===== src/source/alu_ext_config.svh =====
// width and iteration constants for the external ALU, included by the package and the RTL
`ifndef ALU_EXT_CONFIG_SVH
`define ALU_EXT_CONFIG_SVH

`define ALU_DW       32          // data width
`define ALU_SW       5           // shift amount width, log2 of data width

// one quotient bit per iteration
`define ALU_DIV_ITER `ALU_DW

`endif


===== src/source/alu_ext_pkg.sv =====
// shared types of the external ALU: data words, shift amounts, opcodes and CSR addresses
`include "alu_ext_config.svh"

package alu_ext_pkg;

    typedef logic [`ALU_DW-1:0] data_t;     // operand or result word
    typedef logic [`ALU_SW-1:0] shamt_t;    // low bits of operand b

    // request opcode
    typedef enum logic [1:0] {
        OP_SHL = 2'd0,                      // shift left
        OP_SHR = 2'd1,                      // shift right, mode from CSR
        OP_MUL = 2'd2,                      // unsigned 32x32
        OP_DIV = 2'd3                       // unsigned 32/32
    } alu_op_e;

    // register port addresses
    typedef enum logic [1:0] {
        CSR_CTRL   = 2'd0,                  // bit 0 shift_arith
        CSR_COUNT  = 2'd1,                  // delivered results, read only
        CSR_STATUS = 2'd2                   // bit 0 sticky div by zero
    } csr_addr_e;

endpackage


===== src/source/alu_shift_unit.sv =====
// combinational barrel shifter steered for left, logical right and arithmetic right shifts
`timescale 1ns/1ps
`include "alu_ext_config.svh"

module alu_shift_unit (
    input  alu_ext_pkg::data_t  d,
    input  alu_ext_pkg::shamt_t amount,
    input  logic                left,
    input  logic                arith,
    output alu_ext_pkg::data_t  r
);
    import alu_ext_pkg::*;

    localparam data_t ONES = '1;

    logic  fill;                            // bit shifted in from the top
    data_t src;                             // input, reversed for left shifts
    data_t sh;                              // right shift core

    always_comb begin
        fill = arith && !left && d[`ALU_DW-1];  // sign fill only on arith right
        for (int i = 0; i < `ALU_DW; i++) begin
            src[i] = left ? d[`ALU_DW-1-i] : d[i];
        end
        sh = src;
        for (int s = 0; s < `ALU_SW; s++) begin  // log2 stages
            if (amount[s]) begin
                sh = (sh >> (1 << s)) | (fill ? ~(ONES >> (1 << s)) : '0);
            end
        end
        for (int i = 0; i < `ALU_DW; i++) begin
            r[i] = left ? sh[`ALU_DW-1-i] : sh[i];  // undo the reversal
        end
    end

endmodule


===== src/source/alu_mul_unit.sv =====
// two-stage pipelined unsigned multiplier, start strobe in and done strobe out after two edges
`timescale 1ns/1ps
`include "alu_ext_config.svh"

module alu_mul_unit (
    input  logic               clk,
    input  logic               rst,
    input  logic               start,
    input  alu_ext_pkg::data_t a,
    input  alu_ext_pkg::data_t b,
    output logic               done,
    output alu_ext_pkg::data_t lo,
    output alu_ext_pkg::data_t hi
);
    import alu_ext_pkg::*;

    localparam int HW = `ALU_DW / 2;        // half word

    data_t pp_ll, pp_lh, pp_hl, pp_hh;      // stage 1 partial products
    logic  v1;                              // stage 1 valid
    logic [2*`ALU_DW-1:0] prod;             // stage 2 sum

    // valid travels with the data
    always_ff @(posedge clk) begin
        if (rst) begin
            v1   <= 1'b0;
            done <= 1'b0;
        end else begin
            v1   <= start;
            done <= v1;
        end
    end

    always_ff @(posedge clk) begin
        pp_ll <= a[HW-1:0]       * b[HW-1:0];
        pp_lh <= a[HW-1:0]       * b[`ALU_DW-1:HW];
        pp_hl <= a[`ALU_DW-1:HW] * b[HW-1:0];
        pp_hh <= a[`ALU_DW-1:HW] * b[`ALU_DW-1:HW];
    end

    assign prod = {pp_hh, pp_ll}
                + {{HW{1'b0}}, pp_lh, {HW{1'b0}}}   // cross terms at half offset
                + {{HW{1'b0}}, pp_hl, {HW{1'b0}}};

    always_ff @(posedge clk) begin
        {hi, lo} <= prod;
    end

endmodule


===== src/source/alu_div_unit.sv =====
// iterative restoring radix-2 unsigned divider, one quotient bit per cycle, flags a zero divisor
`timescale 1ns/1ps
`include "alu_ext_config.svh"

module alu_div_unit (
    input  logic               clk,
    input  logic               rst,
    input  logic               start,
    input  alu_ext_pkg::data_t x,
    input  alu_ext_pkg::data_t y,
    output logic               busy,
    output logic               done,
    output logic               dz,
    output alu_ext_pkg::data_t q,
    output alu_ext_pkg::data_t r
);
    import alu_ext_pkg::*;

    localparam int            CW   = $clog2(`ALU_DIV_ITER);
    localparam logic [CW-1:0] LAST = CW'(`ALU_DIV_ITER - 1);

    logic [`ALU_DW:0] acc;                  // partial remainder, one bit wider
    logic [`ALU_DW:0] acc_sh;               // after shifting in next dividend bit
    logic [`ALU_DW:0] acc_sub;              // trial subtraction
    logic             fits;                 // divisor goes into acc_sh
    data_t            qr;                   // dividend out at top, quotient in at bottom
    data_t            yreg;                 // held divisor
    logic [CW-1:0]    cnt;                  // iteration counter

    assign acc_sh  = {acc[`ALU_DW-1:0], qr[`ALU_DW-1]};
    assign fits    = acc_sh >= {1'b0, yreg};
    assign acc_sub = acc_sh - {1'b0, yreg};

    assign q = qr;
    assign r = acc[`ALU_DW-1:0];

    always_ff @(posedge clk) begin
        if (rst) begin
            busy <= 1'b0;
            done <= 1'b0;
            dz   <= 1'b0;
            cnt  <= '0;
        end else begin
            done <= 1'b0;
            if (start) begin
                dz   <= (y == '0);
                done <= (y == '0);          // zero divisor ends right away
                busy <= (y != '0);
                cnt  <= '0;
            end else if (busy) begin
                cnt <= cnt + 1'b1;
                if (cnt == LAST) begin      // last quotient bit
                    busy <= 1'b0;
                    done <= 1'b1;
                end
            end
        end
    end

    always_ff @(posedge clk) begin
        if (start) begin
            yreg <= y;
            qr   <= (y == '0) ? '1 : x;             // all ones on div by zero
            acc  <= (y == '0) ? {1'b0, x} : '0;     // remainder = dividend on dz
        end else if (busy) begin
            acc <= fits ? acc_sub : acc_sh;         // restore by keeping the shift
            qr  <= {qr[`ALU_DW-2:0], fits};
        end
    end

    // controller must wait for the result before a new divide
    a_no_restart: assert property (@(posedge clk) disable iff (rst) start |-> !busy);

    a_done_pulse: assert property (@(posedge clk) disable iff (rst) done |=> !done);

endmodule


===== src/source/alu_csr.sv =====
// config and status registers of the ALU: shift mode, result counter, sticky div-by-zero flag
`timescale 1ns/1ps
`include "alu_ext_config.svh"

module alu_csr (
    input  logic                   clk,
    input  logic                   rst,
    input  logic                   cfg_we,
    input  alu_ext_pkg::csr_addr_e cfg_addr,
    input  alu_ext_pkg::data_t     cfg_wdata,
    output alu_ext_pkg::data_t     cfg_rdata,
    input  logic                   res_fire,
    input  logic                   dz_fire,
    output logic                   shift_arith
);
    import alu_ext_pkg::*;

    data_t count;                           // delivered results
    logic  dz_flag;                         // sticky

    always_ff @(posedge clk) begin
        if (rst) begin
            shift_arith <= 1'b0;
            count       <= '0;
            dz_flag     <= 1'b0;
        end else begin
            if (cfg_we && cfg_addr == CSR_CTRL) begin
                shift_arith <= cfg_wdata[0];
            end
            if (res_fire) begin
                count <= count + 1'b1;      // wraps, no saturation
            end
            if (dz_fire) begin
                dz_flag <= 1'b1;            // set beats clear
            end else if (cfg_we && cfg_addr == CSR_STATUS) begin
                dz_flag <= 1'b0;            // any write clears
            end
        end
    end

    // read mux
    always_comb begin
        case (cfg_addr)
            CSR_CTRL:   cfg_rdata = {{(`ALU_DW-1){1'b0}}, shift_arith};
            CSR_COUNT:  cfg_rdata = count;
            CSR_STATUS: cfg_rdata = {{(`ALU_DW-1){1'b0}}, dz_flag};
            default:    cfg_rdata = '0;     // unmapped
        endcase
    end

endmodule


===== src/source/alu_ext_ctrl.sv =====
// request/result controller of the ALU: accepts one op, starts its unit, holds the result
`timescale 1ns/1ps

module alu_ext_ctrl (
    input  logic                 clk,
    input  logic                 rst,
    input  logic                 in_valid,
    output logic                 in_ready,
    input  alu_ext_pkg::alu_op_e in_op,
    input  alu_ext_pkg::data_t   in_a,
    input  alu_ext_pkg::data_t   in_b,
    output logic                 out_valid,
    input  logic                 out_ready,
    output alu_ext_pkg::data_t   out_lo,
    output alu_ext_pkg::data_t   out_hi,
    output logic                 out_dz,
    output alu_ext_pkg::data_t   op_a,
    output alu_ext_pkg::data_t   op_b,
    output logic                 shift_left,
    input  alu_ext_pkg::data_t   shift_res,
    output logic                 mul_start,
    input  logic                 mul_done,
    input  alu_ext_pkg::data_t   mul_lo,
    input  alu_ext_pkg::data_t   mul_hi,
    output logic                 div_start,
    input  logic                 div_done,
    input  alu_ext_pkg::data_t   div_q,
    input  alu_ext_pkg::data_t   div_r,
    input  logic                 div_dz,
    output logic                 res_fire,
    output logic                 dz_fire
);
    import alu_ext_pkg::*;

    typedef enum logic [1:0] {
        S_IDLE,                             // ready for a request
        S_WAIT,                             // unit busy
        S_HOLD                              // result offered
    } state_e;

    state_e  state;
    alu_op_e op_q;                          // accepted opcode
    logic    accept;
    logic    unit_done;                     // selected unit has a result
    data_t   nxt_lo, nxt_hi;
    logic    nxt_dz;

    assign in_ready   = (state == S_IDLE);
    assign accept     = in_valid && in_ready;
    assign shift_left = (op_q == OP_SHL);
    assign res_fire   = out_valid && out_ready;
    assign dz_fire    = res_fire && out_dz;

    // result select by opcode
    always_comb begin
        unit_done = 1'b1;                   // shifter answers at once
        nxt_lo    = shift_res;
        nxt_hi    = '0;
        nxt_dz    = 1'b0;
        case (op_q)
            OP_MUL: begin
                unit_done = mul_done;
                nxt_lo    = mul_lo;
                nxt_hi    = mul_hi;
            end
            OP_DIV: begin
                unit_done = div_done;
                nxt_lo    = div_q;
                nxt_hi    = div_r;
                nxt_dz    = div_dz;
            end
            default: ;
        endcase
    end

    always_ff @(posedge clk) begin
        if (rst) begin
            state     <= S_IDLE;
            out_valid <= 1'b0;
            mul_start <= 1'b0;
            div_start <= 1'b0;
        end else begin
            mul_start <= accept && (in_op == OP_MUL);   // one cycle strobes
            div_start <= accept && (in_op == OP_DIV);
            case (state)
                S_IDLE: if (accept) state <= S_WAIT;
                S_WAIT: if (unit_done) begin
                    state     <= S_HOLD;
                    out_valid <= 1'b1;
                end
                S_HOLD: if (out_ready) begin            // transfer
                    state     <= S_IDLE;
                    out_valid <= 1'b0;
                end
                default: state <= S_IDLE;
            endcase
        end
    end

    always_ff @(posedge clk) begin
        if (accept) begin
            op_q <= in_op;
            op_a <= in_a;
            op_b <= in_b;
        end
        if (state == S_WAIT && unit_done) begin
            out_lo <= nxt_lo;
            out_hi <= nxt_hi;
            out_dz <= nxt_dz;
        end
    end

    a_out_hold: assert property (@(posedge clk) disable iff (rst)
        out_valid && !out_ready |=> out_valid);

    a_one_start: assert property (@(posedge clk) disable iff (rst)
        !(mul_start && div_start));

endmodule


===== src/source/alu_ext_top.sv =====
// top of the external ALU: controller, shifter, multiplier, divider and CSR block
`timescale 1ns/1ps
`include "alu_ext_config.svh"

module alu_ext_top (
    input  logic                   clk,
    input  logic                   rst,
    input  logic                   in_valid,
    output logic                   in_ready,
    input  alu_ext_pkg::alu_op_e   in_op,
    input  alu_ext_pkg::data_t     in_a,
    input  alu_ext_pkg::data_t     in_b,
    output logic                   out_valid,
    input  logic                   out_ready,
    output alu_ext_pkg::data_t     out_lo,
    output alu_ext_pkg::data_t     out_hi,
    output logic                   out_dz,
    input  logic                   cfg_we,
    input  alu_ext_pkg::csr_addr_e cfg_addr,
    input  alu_ext_pkg::data_t     cfg_wdata,
    output alu_ext_pkg::data_t     cfg_rdata
);
    import alu_ext_pkg::*;

    data_t op_a, op_b;                      // held operands
    data_t shift_res, mul_lo, mul_hi, div_q, div_r;
    logic  shift_left, shift_arith;
    logic  mul_start, mul_done;
    logic  div_start, div_done, div_dz;
    logic  res_fire, dz_fire;

    alu_ext_ctrl u_ctrl (
        .clk, .rst,
        .in_valid, .in_ready, .in_op, .in_a, .in_b,
        .out_valid, .out_ready, .out_lo, .out_hi, .out_dz,
        .op_a, .op_b, .shift_left, .shift_res,
        .mul_start, .mul_done, .mul_lo, .mul_hi,
        .div_start, .div_done, .div_q, .div_r, .div_dz,
        .res_fire, .dz_fire
    );

    alu_shift_unit u_shift (
        .d      (op_a),
        .amount (op_b[`ALU_SW-1:0]),        // low bits of b
        .left   (shift_left),
        .arith  (shift_arith),
        .r      (shift_res)
    );

    alu_mul_unit u_mul (
        .clk, .rst,
        .start (mul_start),
        .a     (op_a),
        .b     (op_b),
        .done  (mul_done),
        .lo    (mul_lo),
        .hi    (mul_hi)
    );

    alu_div_unit u_div (
        .clk, .rst,
        .start (div_start),
        .x     (op_a),
        .y     (op_b),
        .busy  (),                          // controller tracks its own state
        .done  (div_done),
        .dz    (div_dz),
        .q     (div_q),
        .r     (div_r)
    );

    alu_csr u_csr (
        .clk, .rst,
        .cfg_we, .cfg_addr, .cfg_wdata, .cfg_rdata,
        .res_fire, .dz_fire,
        .shift_arith
    );

endmodule


===== config.mk =====
export PLATFORM = sky130hd
export DESIGN_NAME = alu_ext_top
export DESIGN_NICKNAME = d
export VERILOG_FILES = /design/src/source/alu_ext_pkg.sv /design/src/source/alu_shift_unit.sv /design/src/source/alu_mul_unit.sv /design/src/source/alu_div_unit.sv /design/src/source/alu_csr.sv /design/src/source/alu_ext_ctrl.sv /design/src/source/alu_ext_top.sv
export VERILOG_INCLUDE_DIRS = /design/src /design/src/source
export SDC_FILE = /design/constraint.sdc
export NUM_CORES = 2
export LEC_CHECK = 0
export BUFFER_PORTS_ARGS = -buffer_cell sky130_fd_sc_hd__buf_4
export CORE_ASPECT_RATIO = 1.4
export CORE_UTILIZATION = 55
export CTS_CLUSTER_DIAMETER = 120
export DETAILED_ROUTE_END_ITERATION = 10
export PLACE_DENSITY = 0.72
export SLEW_MARGIN = 20
export SYNTH_ARGS = -nofsm -noshare
export SYNTH_HDL_FRONTEND = slang
export SYNTH_HIERARCHICAL = 1
export SYNTH_SLANG_ARGS = --single-unit

===== constraint.sdc =====
create_clock -name clk -period 13 [get_ports clk]
set_input_delay 1.95 -clock clk [delete_from_list [all_inputs] [get_ports clk]]
set_output_delay 1.95 -clock clk [all_outputs]
set_load 0.03 [all_outputs]

==> After elaboration in Yosys (flattened, before gate mapping) <==
Index checks and enable logic that the tools add are counted.
{ "totals": {"regBits": 468, "latchBits": 0, "ramBits": 0, "mem_bits_ro": 0, "in_bits": 105, "output_inout_bits": 99, "word_cells": 177, "n_memories": 0} }
{ "op_classes": {"n_addsub": 5, "multipliers": 4, "div": 0, "n_lt_le_gt_ge": 1, "eq_ne": 12, "shift": 0, "mux": 100, "n_bitwise": 5, "n_reduce_logical": 22} }
{ "op_table": {"columns": ["op", "n"], "rows": [
  ["32-bit two-way mux", 17],
  ["64-bit by 48-bit adder with 64-bit output", 2],
  ["16-bit by 16-bit multiplier with 32-bit output", 4],
  ["32-bit one-hot mux with 2 select lines", 2],
  ["32-bit one-hot mux with 3 select lines", 1],
  ["1-bit two-way mux", 74],
  ["33-bit by 32-bit >= comparator with 1-bit output", 1],
  ["32-bit by 1-bit adder with 32-bit output, second input constant", 1],
  ["32-bit logical NOT", 1],
  ["16-bit by 32-bit OR with 32-bit output", 1],
  ["24-bit by 32-bit OR with 32-bit output", 1],
  ["28-bit by 32-bit OR with 32-bit output", 1],
  ["30-bit by 32-bit OR with 32-bit output", 1],
  ["31-bit by 32-bit OR with 32-bit output", 1],
  ["32-bit nonzero test", 1],
  ["32-bit subtractor", 1],
  ["2-bit == test, second input constant", 6],
  ["1-bit logical AND", 10],
  ["2-bit logical NOT", 3],
  ["2-bit two-way mux", 3],
  ["2-bit one-hot mux with 3 select lines", 1],
  ["3-bit AND reduction", 2],
  ["2-bit nonzero test", 3],
  ["5-bit by 1-bit adder with 5-bit output, second input constant", 1],
  ["7 further kinds", 10]
]} }

==> Depth between registers and ports, before layout <==
{ "logic_depth": {"word_depth": 17, "depth_mapped": 23, "mapped_depth_nobuf": 22} }

==> Hierarchy <==
Netlist, hierarchy kept.
{ "modules_own_cells": {"columns": ["module", "instances", "cells_each", "area_per_inst_um2", "seq_area_each_um2"], "rows": [
  ["alu_mul_unit", 1, 4453, 40346.2, 3883.7],
  ["alu_div_unit", 1, 632, 6254.7, 3042.9],
  ["alu_ext_ctrl", 1, 337, 5412.7, 4033.9],
  ["alu_shift_unit", 1, 482, 3723.6, 0.0],
  ["alu_csr", 1, 217, 1796.7, 680.7]
]} }

==> Least setup slack after synthesis <==
No wires, ideal clock.
{ "synth_timing": {"path_type": "input to register", "start": "input in_valid", "end": "register u_ctrl.div_start", "setup_time_ps": 87, "arrival_ps": 7298, "required_ps": 12913, "slack_ps": 5615, "path_stages": 3, "n_path_buf": 0, "cell_sequence": "nor3b_1 > nand3b_1 > nor2_1"} }
{ "synth_between": {"elab_chain_len": 2} }
{ "synth_lines": {"columns": ["item", "line", "text"], "rows": [
  ["start, declared", "alu_ext_top.sv:8", "input logic in_valid,"],
  ["1-bit logical AND", "alu_ext_ctrl.sv:49", "assign accept = in_valid && in_ready;"],
  ["1-bit logical AND", "alu_ext_ctrl.sv:84", "div_start <= accept && (in_op == OP_DIV);"],
  ["end signal, assigned", "alu_ext_ctrl.sv:84", null],
  ["end, declared", "alu_ext_ctrl.sv:25", "output logic div_start,"]
]} }
Every way passes these cells.
A chain may end at the register's enable or synchronous reset.

==> Final worst setup path <==
{ "layout_timing": {"start": "register u_ctrl.op_a[27]", "end": "register u_mul.pp_hh[31]"} }
{ "layout_between": {"elab_chain_len": 1} }
{ "layout_lines": {"columns": ["item", "line", "text"], "rows": [
  ["start, declared", "alu_ext_ctrl.sv:17", "output alu_ext_pkg::data_t op_a,"],
  ["start signal, assigned", "alu_ext_ctrl.sv:103", "op_a <= in_a;"],
  ["16-bit by 16-bit multiplier with 32-bit output", "alu_mul_unit.sv:38", "pp_hh <= a[`ALU_DW-1:HW] * b[`ALU_DW-1:HW];"],
  ["end signal, assigned", "alu_mul_unit.sv:38", null],
  ["end, declared", "alu_mul_unit.sv:19", "data_t pp_ll, pp_lh, pp_hl, pp_hh;"]
]} }
Every way passes these cells.

==> results.py <==
metrics = {
    "sta": {
        "fmax_mhz": 133,
        "fin_tns_setup_ns": 0,
        "fin_skew_ns": 0.0667,
        "slew_violations": 0,
        "slew-limit-headroom_pct": 28.2,
        "hold_viol_final": 0,
        "fin_crit_ns": 7.49,
        "tightest_slew_ns": 1.05,
        "final.period_utilization_pct": 57.6,
        "finalSetupViolCount": 0,
        "rsz0062_at_grt": "no",
    },
    "flow_run": {
        "drv_cap": 0,
    },
    "global_routing": {
        "grt_pass1_wl_mm": 255,
        "grt_pass1_vias": 46307,
        "overflow": 0,
        "antenna_found_initial": 6,
        "grt_use_total_pct": 31.3,
        "grt_max_degree": 82,
    },
    "final_layout": {
        "fin_area_um2": 61600,
        "post-route-util_pct": 59.3,
        "drive_gt1_share_pct": 7.30,
        "area_delta_synth_final_pct": 7.09,
        "n_fill_cell": 8918,
        "layoutNonFillerInstCount": 7516,
        "layout.nets": 7523,
    },
    "clocking": {
        "cts_made_buffers": 49,
        "root_buffer": "clkbuf_16",
        "clockBufferDepth": 3,
        "cts.sinks": 468,
        "clock_latency_ns": 0.66,
        "cts_max_level": 2,
        "post_cts_buffers": 0,
        "cts_tree": "done",
        "clk_pin_slew_ns": 0.07,
        "cts.repair.resized": 0,
        "ctsHoldBuffers": 0,
    },
    "route": {
        "vias": 44478,
        "detail-route-antenna-nets": 0,
        "first_iter_violations": 3514,
        "remaining_drc_errors": 2,
        "wl_per_cell_um": 21.8,
        "wirelength_mm": 164,
        "vias_per_cell": 5.92,
        "dr.pass1.iters": 11,
    },
    "synthesis": {
        "syn-num-nets": 7519,
        "netlist.area_leader.share_pct": 28.2,
        "synth-main-ff-cell": "dfxtp_1",
        "synth_xor_area_share_pct": 2.83,
        "syn-mean-instance-area_um2": 9.40,
        "synth_top_area_cell": "fa_1",
        "post_synth_mux_area_share_pct": 4.20,
        "ys_seq_area_share_pct": 20.2,
        "synth_top_family_by_area": "adder cells",
        "synth_area_um2": 57500,
        "synthCells": 6121,
        "yosys_warnings": 6,
        "synth_adder_area_share_pct": 38.7,
        "synth_compound_area_share_pct": 9.25,
        "async_reset_ff_share_pct": 0,
        "synth-edff-count": 227,
        "synth-seq-cells": 468,
        "synth_cell_types": 109,
        "synth-simple-area-share_pct": 15.9,
        "synthTopCellsByArea": "fa_1 28%, edfxtp_1 12%, ha_1 11%",
    },
    "setup_path": {
        "cp_top_family": "adder cells",
        "critical_path.max_stage_delay_ns": 0.67,
        "crit_fanout": 38,
        "cp_num_buf_inv": 4,
        "start_kind": "flop",
        "critPathKind": "reg -> reg",
        "end_kind": "flop",
        "crit_required_ns": 13.58,
        "path_cells": "buf_4 > nand2_1 > fa_1 > fa_1 > fa_1 > inv_1 > fa_1 > fa_1 > inv_1 > fa_1 > inv_1 > ha_1 > o21ai_0 > a21o_1 > a31oi_1 > o21ai_0 > a311oi_1 > a31oi_1 > o31ai_1 > a21oi_1 > xnor2_1",
        "crit_slowest_cell": "a311oi_1",
        "arrival_ns": 8.07,
        "crit_top_cell": "fa_1",
    },
    "placed_design": {
        "post_dp_cell_area_um2": 59900,
        "placedCellCount": 7423,
        "place_hpwl_mm": 115,
        "port-buffer-count": 172,
        "gp_congestion": 1.03,
    },
    "die": {
        "fp.dieArea_um2": 106000,
        "die_w_um": 275,
        "die_h_um": 385,
        "core-area_um2": 104000,
        "io_pins": 204,
        "start_util_pct": 55.4,
        "rows": 140,
    },
    "worst_hold_path": {
        "hold_path_class": "reg -> reg",
    },
    "outcome": {
        "status": "finished with violations",
        "violations": "DRC",
    },
}
## worst paths after layout
check / start / to / slack, ns / cells past startpoint
max: u_ctrl/op_a[27] / u_mul/pp_hh[31] / 5.51 / 21
min reg2reg: u_mul/pp_ll[13] / u_mul/lo[13] / 0.33 / 0
min: u_mul/pp_ll[13] / u_mul/lo[13] / 0.33 / 0
max reg2reg: u_ctrl/op_a[27] / u_mul/pp_hh[31] / 5.51 / 21
## through the flow
stage	setup WS [ns]	hold WS, ns
finish	5.51	0.325
global route	5.31	0.326
CTS	5.69	0.324
detailed placement	5.83	0.312
global placement	5.90	0.312
floorplan	5.61	0.310
## synthesized netlist by cell type (12+ instances only)
| library cell | instances |
|---|---|
| or4_1 | 16 |
| nand3_1 | 52 |
| o22ai_1 | 20 |
| xnor2_1 | 114 |
| and2_1 | 516 |
| ha_1 | 483 |
| and3_1 | 33 |
| inv_1 | 998 |
| dfxtp_1 | 241 |
| nor2_1 | 265 |
| nand2_1 | 728 |
| o21ai_0 | 100 |
| o21a_1 | 28 |
| o211ai_1 | 16 |
| a31oi_1 | 24 |
| a21o_1 | 91 |
| nand4_1 | 32 |
| a21oi_1 | 269 |
| a211oi_1 | 26 |
| o31ai_1 | 23 |
| o21ai_1 | 43 |
| fa_1 | 810 |
| edfxtp_1 | 227 |
| nor2b_1 | 63 |
| nor4_1 | 14 |
| xor2_1 | 72 |
| mux2i_1 | 153 |
| o21bai_1 | 22 |
| or3_1 | 13 |
| nand2b_1 | 22 |
| buf_6 | 12 |
| mux2_2 | 13 |
| mux4_2 | 29 |
| nor3_1 | 45 |
| clkbuf_1 | 259 |
| buf_2 | 20 |
## cell families after synthesis
kind of cell,after synthesis
compound gates,809
xor+xnor,186
fa+ha+maj,1293
buf+inv,1312
flops,468
mux,199
simple gates,1854
## metal layers
metal  track usage, %  up-vias  wire, um
met2             54.0     1983     81400
met1             38.0    22356     62500
met5                0        -         0
li1                 -    19635         -
met3             4.21      504     11700
met4             15.7        0      8460
## cells in the final DEF (no fill, tap or decap), drive strengths merged, types with 34 or more instances in the layout
cell,instances
o21ai,143
buf,264
xnor2,114
edfxtp,227
nor2b,63
and2,516
xor2,72
nor3,45
ha,483
nor2,265
clkbuf,58
a21oi,272
a21o,91
dfxtp,241
fa,810
nand4,34
nand2,728
inv,1009
mux2i,153
nand3,53
## final cells by class
type,instances,area [um^2],area share (%)
Clock buffer,58,1320,2.14
Timing Repair Buffer,264,1980,3.22
Inverter,1001,3760,6.10
Clock inverter,34,420,0.682
Antenna cell,1,2.50,0.00406
Multi-Input combinational cell,4341,40800,66.2
Sequential cell,468,11600,18.9
Tap cell,1349,1690,2.74
Power is not shown: default switching activity piles up to over one toggle a cycle in this logic, so the estimate is an artifact.
